$ cat src/verilog/seg_pkg.sv
//################################################
// seven-segment display shared definitions
// opcode enum, command field widths, digit count
// and the hex to segment pattern table
//################################################
package seg_pkg;

	// number of multiplexed digits on the board
	localparam int DIGITS = 8;

	// command field widths
	localparam int OP_W = 2;
	localparam int DIG_W = 3;
	localparam int VAL_W = 4;

	// packed command is {op, digit, value}, value in the low bits
	localparam int CMD_W = OP_W + DIG_W + VAL_W;

	// host command opcodes
	typedef enum logic [OP_W-1:0] {
		// load a hex value into one digit and light it
		op_write = 2'd0,
		// turn one digit off, value kept
		op_blank = 2'd1,
		// all digits off, all values back to zero
		op_clear_all = 2'd2
	} seg_op_e;

	// active-low common-anode patterns, bit 7 is the decimal point (kept off)
	localparam logic [7:0] seg_code [16] = '{
		// 0 .. 3
		8'hC0, 8'hF9, 8'hA4, 8'hB0,
		// 4 .. 7
		8'h99, 8'h92, 8'h82, 8'hF8,
		// 8 .. b
		8'h80, 8'h90, 8'h88, 8'h83,
		// c .. f
		8'hA7, 8'hA1, 8'h84, 8'h8E
	};

endpackage

$ cat src/verilog/seg_cmd_source.sv
`timescale 1ns/1ps
//################################################
// host command source
// holds one accepted command and hands it to the
// FIFO as a push while credits remain
//################################################
module seg_cmd_source #(
	parameter int FIFO_DEPTH = 4
) (
	input  logic                        sys_clk,
	input  logic                        sys_rst_n,
	input  logic                        cmd_valid,
	input  seg_pkg::seg_op_e            cmd_op,
	input  logic [seg_pkg::DIG_W-1:0]   cmd_digit,
	input  logic [seg_pkg::VAL_W-1:0]   cmd_value,
	input  logic                        credit_return,
	output logic                        cmd_ready,
	output logic                        push,
	output logic [seg_pkg::CMD_W-1:0]   push_cmd
);

	// counter must reach FIFO_DEPTH itself
	localparam int CRD_W = $clog2(FIFO_DEPTH + 1);

	// one command deep output register
	logic hold_valid;
	logic [seg_pkg::CMD_W-1:0] hold_cmd;

	// free FIFO slots as seen from this side
	logic [CRD_W-1:0] credit_cnt;

	// handshake completes this cycle
	logic accept;

	// held command leaves as soon as a slot is free
	assign push = hold_valid && (credit_cnt != '0);
	assign push_cmd = hold_cmd;

	// room if empty or if the held entry goes out on this same edge
	assign cmd_ready = !hold_valid || push;
	assign accept = cmd_valid && cmd_ready;

	// valid flag of the output register
	always_ff @(posedge sys_clk) begin
		if (!sys_rst_n) begin
			hold_valid <= 1'b0;
		end else if (accept) begin
			// new command replaces the one pushed out this cycle
			hold_valid <= 1'b1;
		end else if (push) begin
			hold_valid <= 1'b0;
		end
	end

	// command payload is only meaningful while hold_valid
	always_ff @(posedge sys_clk) begin
		if (accept) begin
			hold_cmd <= {cmd_op, cmd_digit, cmd_value};
		end
	end

	// credit arithmetic
	// push spends one and a return from the scanner gives one back
	always_ff @(posedge sys_clk) begin
		if (!sys_rst_n) begin
			// buffer starts empty so every slot is a credit
			credit_cnt <= CRD_W'(FIFO_DEPTH);
		end else begin
			case ({push, credit_return})
				2'b10: credit_cnt <= credit_cnt - CRD_W'(1);
				2'b01: credit_cnt <= credit_cnt + CRD_W'(1);
				// count holds for both or neither
				default: credit_cnt <= credit_cnt;
			endcase
		end
	end

	// never push without a credit in hand
	assert property (@(posedge sys_clk) disable iff (!sys_rst_n)
		push |-> (credit_cnt != '0));

	// returns from the scanner never exceed what was spent
	assert property (@(posedge sys_clk) disable iff (!sys_rst_n)
		credit_cnt <= CRD_W'(FIFO_DEPTH));

endmodule

$ cat src/verilog/seg_cmd_fifo.sv
`timescale 1ns/1ps
//################################################
// command FIFO
// circular buffer sized to the credit count, sits
// between the command source and the scanner
//################################################
module seg_cmd_fifo #(
	parameter int FIFO_DEPTH = 4
) (
	input  logic                        sys_clk,
	input  logic                        sys_rst_n,
	input  logic                        push,
	input  logic [seg_pkg::CMD_W-1:0]   push_cmd,
	input  logic                        pop,
	output logic [seg_pkg::CMD_W-1:0]   pop_cmd,
	output logic                        not_empty
);

	// pointer needs at least one bit even for a single entry
	localparam int PTR_W = (FIFO_DEPTH > 1) ? $clog2(FIFO_DEPTH) : 1;
	localparam int CNT_W = $clog2(FIFO_DEPTH + 1);

	// storage
	logic [seg_pkg::CMD_W-1:0] mem [FIFO_DEPTH];

	// read side and write side pointers
	logic [PTR_W-1:0] wr_ptr;
	logic [PTR_W-1:0] rd_ptr;

	// entries currently held
	logic [CNT_W-1:0] count;

	// step a pointer with wrap, depth need not be a power of two
	function automatic logic [PTR_W-1:0] ptr_next(input logic [PTR_W-1:0] ptr);
		if (ptr == PTR_W'(FIFO_DEPTH - 1)) begin
			return '0;
		end
		return ptr + PTR_W'(1);
	endfunction

	// write port
	always_ff @(posedge sys_clk) begin
		if (push) begin
			mem[wr_ptr] <= push_cmd;
		end
	end

	// pointers advance on their own strobes
	always_ff @(posedge sys_clk) begin
		if (!sys_rst_n) begin
			wr_ptr <= '0;
			rd_ptr <= '0;
		end else begin
			if (push) begin
				wr_ptr <= ptr_next(wr_ptr);
			end
			if (pop) begin
				rd_ptr <= ptr_next(rd_ptr);
			end
		end
	end

	// occupancy
	always_ff @(posedge sys_clk) begin
		if (!sys_rst_n) begin
			count <= '0;
		end else begin
			case ({push, pop})
				2'b10: count <= count + CNT_W'(1);
				2'b01: count <= count - CNT_W'(1);
				default: count <= count;
			endcase
		end
	end

	// head of queue is shown directly, the scanner takes it on pop
	assign pop_cmd = mem[rd_ptr];
	assign not_empty = (count != '0);

	// the credit loop in the source keeps a full buffer from being pushed
	assert property (@(posedge sys_clk) disable iff (!sys_rst_n)
		push |-> (count != CNT_W'(FIFO_DEPTH)));

	// scanner only pops what is there
	assert property (@(posedge sys_clk) disable iff (!sys_rst_n)
		pop |-> (count != '0));

endmodule

$ cat src/verilog/seg_scan_driver.sv
`timescale 1ns/1ps
//################################################
// scanning display driver
// applies popped commands to the digit registers
// and multiplexes the digits onto active-low outputs
//################################################
module seg_scan_driver #(
	parameter int REFRESH_DIV = 50000
) (
	input  logic                          sys_clk,
	input  logic                          sys_rst_n,
	input  logic [seg_pkg::CMD_W-1:0]     pop_cmd,
	input  logic                          not_empty,
	output logic                          pop,
	output logic                          credit_return,
	output logic [7:0]                    seg_val_out,
	output logic [seg_pkg::DIGITS-1:0]    seg_sel_out
);

	// refresh divider width of at least one bit
	localparam int DIV_W = (REFRESH_DIV > 1) ? $clog2(REFRESH_DIV) : 1;

	// fields of the command at the FIFO head
	seg_pkg::seg_op_e pop_op;
	logic [seg_pkg::DIG_W-1:0] pop_digit;
	logic [seg_pkg::VAL_W-1:0] pop_value;

	// per digit hex value and enable flag
	logic [seg_pkg::VAL_W-1:0] dig_val [seg_pkg::DIGITS];
	logic [seg_pkg::DIGITS-1:0] dig_en;

	// refresh tick counter and current digit
	logic [DIV_W-1:0] div_cnt;
	logic [seg_pkg::DIG_W-1:0] sel;

	// unpack {op, digit, value}
	assign pop_op = seg_pkg::seg_op_e'(pop_cmd[seg_pkg::CMD_W-1 -: seg_pkg::OP_W]);
	assign pop_digit = pop_cmd[seg_pkg::VAL_W +: seg_pkg::DIG_W];
	assign pop_value = pop_cmd[seg_pkg::VAL_W-1:0];

	// one command per cycle is applied on the pop edge
	assign pop = not_empty;

	// credit goes back to the source one cycle after the pop
	always_ff @(posedge sys_clk) begin
		if (!sys_rst_n) begin
			credit_return <= 1'b0;
		end else begin
			credit_return <= pop;
		end
	end

	// enable flags
	always_ff @(posedge sys_clk) begin
		if (!sys_rst_n) begin
			// everything dark out of reset
			dig_en <= '0;
		end else if (pop) begin
			case (pop_op)
				seg_pkg::op_write: dig_en[pop_digit] <= 1'b1;
				seg_pkg::op_blank: dig_en[pop_digit] <= 1'b0;
				seg_pkg::op_clear_all: dig_en <= '0;
				// unused opcode is ignored
				default: dig_en <= dig_en;
			endcase
		end
	end

	// digit values
	// blank leaves the value alone so a later write only needs the new digit
	always_ff @(posedge sys_clk) begin
		if (pop) begin
			case (pop_op)
				seg_pkg::op_write: dig_val[pop_digit] <= pop_value;
				seg_pkg::op_clear_all: begin
					for (int i = 0; i < seg_pkg::DIGITS; i++) begin
						dig_val[i] <= '0;
					end
				end
				default: ;
			endcase
		end
	end

	// refresh timing
	// sel steps once every REFRESH_DIV clocks and wraps after the last digit
	always_ff @(posedge sys_clk) begin
		if (!sys_rst_n) begin
			div_cnt <= '0;
			sel <= '0;
		end else if (div_cnt == DIV_W'(REFRESH_DIV - 1)) begin
			div_cnt <= '0;
			sel <= sel + seg_pkg::DIG_W'(1);
		end else begin
			div_cnt <= div_cnt + DIV_W'(1);
		end
	end

	// digit select is low only on the scanned digit and only if lit
	genvar g;
	generate
		for (g = 0; g < seg_pkg::DIGITS; g++) begin : gen_sel
			assign seg_sel_out[g] = ~((sel == seg_pkg::DIG_W'(g)) && dig_en[g]);
		end
	endgenerate

	// segment pattern of the scanned digit
	assign seg_val_out = seg_pkg::seg_code[dig_val[sel]];

	// never more than one digit driven at a time
	assert property (@(posedge sys_clk) disable iff (!sys_rst_n)
		$onehot0(~seg_sel_out));

endmodule

$ cat src/verilog/seg_display_top.sv
`timescale 1ns/1ps
//################################################
// seven-segment display controller top
// host commands -> credit source -> FIFO -> scanner
//################################################
module seg_display_top #(
	parameter int FIFO_DEPTH = 4,
	parameter int REFRESH_DIV = 50000
) (
	input  logic                          sys_clk,
	input  logic                          sys_rst_n,
	input  logic                          cmd_valid,
	input  seg_pkg::seg_op_e              cmd_op,
	input  logic [seg_pkg::DIG_W-1:0]     cmd_digit,
	input  logic [seg_pkg::VAL_W-1:0]     cmd_value,
	output logic                          cmd_ready,
	output logic [7:0]                    seg_val_out,
	output logic [seg_pkg::DIGITS-1:0]    seg_sel_out
);

	// source to FIFO
	logic push;
	logic [seg_pkg::CMD_W-1:0] push_cmd;

	// FIFO to scanner
	logic pop;
	logic [seg_pkg::CMD_W-1:0] pop_cmd;
	logic not_empty;

	// scanner back to source, closes the credit loop
	logic credit_return;

	// credits start at the FIFO depth, so both share one parameter
	seg_cmd_source #(
		.FIFO_DEPTH   (FIFO_DEPTH)
	) seg_cmd_source_inst (
		.sys_clk       (sys_clk),
		.sys_rst_n     (sys_rst_n),
		.cmd_valid     (cmd_valid),
		.cmd_op        (cmd_op),
		.cmd_digit     (cmd_digit),
		.cmd_value     (cmd_value),
		.credit_return (credit_return),
		.cmd_ready     (cmd_ready),
		.push          (push),
		.push_cmd      (push_cmd)
	);

	seg_cmd_fifo #(
		.FIFO_DEPTH   (FIFO_DEPTH)
	) seg_cmd_fifo_inst (
		.sys_clk       (sys_clk),
		.sys_rst_n     (sys_rst_n),
		.push          (push),
		.push_cmd      (push_cmd),
		.pop           (pop),
		.pop_cmd       (pop_cmd),
		.not_empty     (not_empty)
	);

	seg_scan_driver #(
		.REFRESH_DIV  (REFRESH_DIV)
	) seg_scan_driver_inst (
		.sys_clk       (sys_clk),
		.sys_rst_n     (sys_rst_n),
		.pop_cmd       (pop_cmd),
		.not_empty     (not_empty),
		.pop           (pop),
		.credit_return (credit_return),
		.seg_val_out   (seg_val_out),
		.seg_sel_out   (seg_sel_out)
	);

endmodule

$ cat config.mk
export PLATFORM = sky130hd
export DESIGN_NAME = seg_display_top
export DESIGN_NICKNAME = d
export VERILOG_FILES = /design/src/verilog/seg_pkg.sv /design/src/verilog/seg_cmd_source.sv /design/src/verilog/seg_cmd_fifo.sv /design/src/verilog/seg_scan_driver.sv /design/src/verilog/seg_display_top.sv
export SDC_FILE = /design/constraint.sdc
export NUM_CORES = 1
export LEC_CHECK = 0
export BUFFER_PORTS_ARGS = -buffer_cell sky130_fd_sc_hd__buf_2
export CAP_MARGIN = 20
export CORE_ASPECT_RATIO = 0.6
export CORE_MARGIN = 3
export CORE_UTILIZATION = 51
export DETAILED_ROUTE_END_ITERATION = 6
export GPL_TIMING_DRIVEN = 0
export PLACE_DENSITY = 0.68
export SYNTH_ARGS = -nofsm -noshare
export SYNTH_HDL_FRONTEND = slang
export SYNTH_SLANG_ARGS = --single-unit
$ cat constraint.sdc
create_clock -name sys_clk -period 3.9 [get_ports sys_clk]
set_input_delay 0.39 -clock sys_clk [delete_from_list [all_inputs] [get_ports sys_clk]]
set_output_delay 0.39 -clock sys_clk [all_outputs]
set_load 0.02 [all_outputs]
Word-level counts from Yosys, hierarchy flattened
Memories as Yosys holds them, arrays and structs flattened. A register that Yosys moved wholly into a read port is not among the register bits.
Index checks and enable logic that the tools add are counted.
- bits in registers: 48
- memory bits (writable): 68
- logic and storage cells: 111
- input port bits: 12
- bits in latches: 0
- memories: 3
- ROM bits: 128
- memories (name ; words ; bits a word ; read ports ; clocked after memory_dff ; write ports ; line ; text):
    (no name shown) ; 16 ; 8 ; 1 ; 0 ; 0 ; seg_scan_driver.sv:108 ; assign seg_val_out = seg_pkg::seg_code[dig_val[sel]];
    seg_cmd_fifo_inst.mem ; 4 ; 9 ; 1 ; 1 ; 1 ; seg_cmd_fifo.sv:24 ; logic [seg_pkg::CMD_W-1:0] mem [FIFO_DEPTH];
    seg_scan_driver_inst.dig_val ; 8 ; 4 ; 1 ; 1 ; 8 ; seg_scan_driver.sv:29 ; logic [seg_pkg::VAL_W-1:0] dig_val [seg_pkg::DIGITS];
- add/subtract/negate cells: 8
- shift-type cells: 0
- eq/ne operators: 16
- divide/modulo/power cells: 0
- magnitude comparators: 3
- muxes and demuxes: 34
- bitwise gates (word level): 13
- reduce and logical (&&, ||, !) cells: 24
- $mul: 0
- operators by type and width (operator ; number):
    one-hot mux 8 bit (3 select lines) ; 1
    2-to-1 mux 1 bit ; 18
    adder 16 x 1 -> 16 bit (second input constant) ; 1
    == test 16 bit (second input constant) ; 1
    2-to-1 mux 8 bit ; 2
    == test 3 bit (second input constant) ; 4
    2-to-1 mux 2 bit ; 6
    one-hot mux 3 bit (2 select lines) ; 2
    logical AND 1 bit ; 11
    == test 2 bit (second input constant) ; 5
    adder 3 x 1 -> 3 bit (second input constant) ; 3
    2-to-1 mux 3 bit ; 3
    NOT 1 bit ; 9
    nonzero test 3 bit ; 3
    bitwise AND 8 bit ; 1
    NOT 8 bit ; 1
    OR 8 bit ; 1
    == test 2 x 1 -> 1 bit (second input constant) ; 3
    == test 3 x 2 -> 1 bit (second input constant) ; 2
    nonzero test 2 bit ; 3
    subtractor 3 x 1 -> 3 bit (second input constant) ; 2
    >= comparator 5 bit (second input constant) ; 1
    NOT 4 -> 5 bit ; 1
    adder 2 x 1 -> 2 bit (second input constant) ; 2
    other kinds (12) ; 12

Depth between registers and ports, before layout
- depth in word-level cells: 7
- mapped depth: 9
- mapped depth without buffers: 9

By module
A second synthesis with hierarchy kept.
- cell total of the unflattened synthesis: 473
- area total of the unflattened synthesis: 5481.5 µm²
- modules (own cells, without submodules) (module ; area each (µm²) ; instances ; cells each):
    seg_scan_driver ; 3250.6 ; 1 ; 353
    seg_cmd_fifo ; 1746.7 ; 1 ; 89
    seg_cmd_source ; 484.2 ; 1 ; 31

Worst setup path after synthesis
OpenSTA, ideal clock, no wires.
- kind: flip-flop to output port
- from: register with a tool-made name
- to: output port seg_val_out[1]
- setup slack: 1.202 ns
- cell stages (with the launch flop): 9
- arrival time: 2.308 ns
- path through: dfxtp_1 -> clkbuf_1 -> mux4_2 -> mux2_2 -> inv_1 -> ha_1 -> inv_1 -> xnor2_1 -> o21ai_0
- RTL lines (item ; line ; text):
    to (decl) ; seg_display_top.sv:17 ; output logic [7:0] seg_val_out,

==> metrics <==
outcome=finished clean; Num Clock Sinks=121; WS Path Type=reg2out; Yosys reg bits=121; share of cells above drive strength 1=19.6%; Initial DRT Pass Iterations=4; routability cong.=0.844; Fmax=293 MHz; total CTS buffers=17; # diodes=0; initial detailed-routing violation count=239; clock power share=34.6%; total chip power=0.00475 W; Tot GR Track Use=19.6%; worst skew pair latency=0.41 ns; setup TNS=0 ns; Seq/Total Area, Yosys=52.7%; non-filler cells, final=649; DR DRC count=0; crit-path max FO=7; RSZ-0062 raised after global routing=false; Worst Hold Class=in2reg; final setup fails=0; vias in the first global route=3,649; CTS H-tree depth=4; Final Hold Vio Count=0; Seq pwr share=35.8%; die area=12,000 um^2; Worst Setup End Kind=output pin; max incr delay on CP=0.55 ns; Distinct cells, synth=50; relative max-transition margin=49.0%; P_leak=2.50 nW; Synth Instances=454; Die Span X=139 um; placed cells=617; core box area=10,100 um^2; P_sw=0.00152 W; first-pass GRT wire length=18.3 mm; synth-to-layout area growth=17.2%; Initial Util=53.8%; Nets=538; CP required=3.51 ns; Least-Margin Pin Slew=0.758 ns; vias per std cell=5.50; Rows=28; Max clock buf depth=2; YS warnings=0; Worst Path Arrival=3.03 ns; Max-Cap Viols=0; post-route cell area=6380 um^2; largest net degree at the start of global routing=17; period utilization=87.6%; initial antenna violation count=0; minimum clock period=3.42 ns; maximum vdd drop=0.397 mV; CTS resizes=0; Clock Skew=0.00922 ns; Post-Route WL=10.8 mm; root buffer cell=clkbuf_16; combinational power share=29.5%; antenna viol nets, final=0; syn_nets=491; detailed placement HPWL=7.59 mm; gr ovfl total=0; via count=3,567; syn avg cell area=12.0 um^2; Placed Area=5760 um^2; Avg WL per Cell=16.6 um; CP startpoint kind=flop; Sw Share=32.0%; Reg clk slew, reported paths=0.06 ns; IO buf count=27; Post-CTS Setup Bufs=0; CP Cell Sequence=buf_2 -> mux4_2 -> mux2i_1 -> inv_1 -> ha_1 -> mux4_2 -> buf_2; Internal=0.00323 W; Worst path slowest cell=mux4_2; Syn Std Cell Area=5450 um^2; height of the die=86.1 um; Hold Slack=0.152 ns; max-slew violation count=0; clock tree from TritonCTS=yes; Ports=29; hold_buf cts=0; ys flop type=dfxtp_1; pwr/cell area=744 nW/um^2; Async SR Flop Fraction=0%; Post-synth EDFFs=45
==> layout make-up <==
class                   count  area [um^2]
inverters                  20         75.1
well taps                 135          169
repair buffers             28          140
clock inverters            14          199
flip-flops and latches    121         2870
clock buffers              18          429
fillers                   769         3740
multi-input cells         294         2390
plain buffers              19          106
==> registers in the layout, indices dropped and copies added (netlist names), named ones only <==
| signal | cells |
|---|---|
| seg_cmd_fifo_inst.mem | 36 |
| seg_scan_driver_inst.credit_return | 1 |
| seg_cmd_source_inst.credit_cnt | 3 |
| seg_cmd_fifo_inst.count | 3 |
| seg_scan_driver_inst.dig_val | 32 |
| seg_cmd_source_inst.hold_valid | 1 |
| seg_cmd_source_inst.push_cmd | 9 |
| seg_scan_driver_inst.sel | 3 |
| seg_scan_driver_inst.dig_en | 8 |
| seg_scan_driver_inst.div_cnt | 16 |
| seg_cmd_fifo_inst.rd_ptr | 2 |
| seg_cmd_fifo_inst.wr_ptr | 2 |
==> cell families after synthesis <==
kind of cell | count (synthesis) | share of synthesized area (%)
muxes | 61 | 15.4
adders and majority gates | 25 | 6.02
other | 1 | 0.0688
xor gates and xnor gates | 18 | 2.89
buffers and inverters | 39 | 3.33
and+or+nand+nor | 152 | 15.3
AOI/OAI and AO/OA | 37 | 4.29
DFF | 121 | 52.7
==> final timing paths <==
path / endpoint / depth (start not counted) / slack, ns / from
worst max register to register: seg_scan_driver_inst.dig_val[4][2] / 9 / 1.25 / flop
worst min-delay path: seg_cmd_source_inst.push_cmd[3] / 1 / 0.15 / cmd_value[3]
worst max-delay path: seg_val_out[3] / 7 / 0.48 / flop
worst min register to register: seg_scan_driver_inst.div_cnt[0] / 1 / 0.46 / seg_scan_driver_inst.div_cnt[0]
==> cells in the mapped netlist (4+ instances only) <==
cell type,count,area share [%]
inv_1,20,1.4
dfxtp_1,76,28
xnor2_1,13,2.1
nor2_1,63,4.3
nor3_1,8,0.73
edfxtp_1,45,25
o21ai_0,5,0.46
nand4_1,4,0.46
nand2_1,16,1.1
clkbuf_1,8,0.55
mux2i_1,42,7.7
or3_1,6,0.69
nand3_1,14,1.3
and2_1,6,0.69
a21oi_1,16,1.5
and3_1,6,0.69
nor2b_1,5,0.57
buf_2,6,0.55
mux4_2,18,7.4
xor2_1,5,0.80
ha_1,23,5.3
==> per-layer routing <==
layer | share of wire, % | up-vias | GRT usage [%]
met5 | 0 | - | 0
met3 | 4.8 | 17 | 5.79
li1 | - | 1724 | -
met4 | 1.3 | 0 | 6.66
met2 | 43 | 80 | 29.3
met1 | 51 | 1746 | 27.4
==> power by group through the flow <==
| stage | logic [W] | clock network [W] | registers, W |
|---|---|---|---|
| after floorplan | 0.00110 | 0 | 0.00168 |
| after CTS | 0.00141 | 0.00167 | 0.00170 |
| after detailed placement | 0.00140 | 0 | 0.00172 |
| after global routing | 0.00157 | 0.00174 | 0.00173 |
| final | 0.00140 | 0.00165 | 0.00170 |
| after global placement | 0.00135 | 0 | 0.00171 |
==> worst max-delay path: cells and delay by family, from the launching register on <==
kind,cells,cell delay [ns]
buffers and inverters,3,0.55
DFF,1,0.30
adders and majority gates,1,0.29
muxes,3,1.46
==> through the flow <==
step,utilization (%),setup WS (ns)
2_1_floorplan,-,1.20
3_3_place_gp,56.8,0.923
3_5_place_dp,56.9,0.874
4_1_cts,63.1,0.439
5_1_grt,63.1,0.248
6_report,63.1,0.482
==> cell usage in the layout (no fill, tap or decap), types with 3 or more instances in the layout <==
cell type   netlist  layout
mux4_2           18      18
bufinv_16         0       4
clkbuf_1          8       9
edfxtp_1         45      45
xor2_1            5       5
o31ai_1           3       3
xnor2_1          13      13
clkinvlp_4        0       4
and3_1            6       6
nand4b_1          3       3
or3_1             6       6
nand2_1          16      16
mux2i_1          42      42
buf_2             6      34
dfxtp_1          76      76
nand4_1           4       4
and2_1            6       6
nor4b_4           3       3
a21oi_1          16      16
nand3_1          14      14
o21ai_0           5       5
clkinv_4          0       4
nor4_1            3       3
clkbuf_16         0      17
o221a_2           3       3
ha_1             23      23
buf_6             3       3
nor2_1           63      63
a21boi_0          3       3
inv_1            20      20
nor2b_1           5       5
nor3_1            8       8
Power figures use the tool's default switching activity.
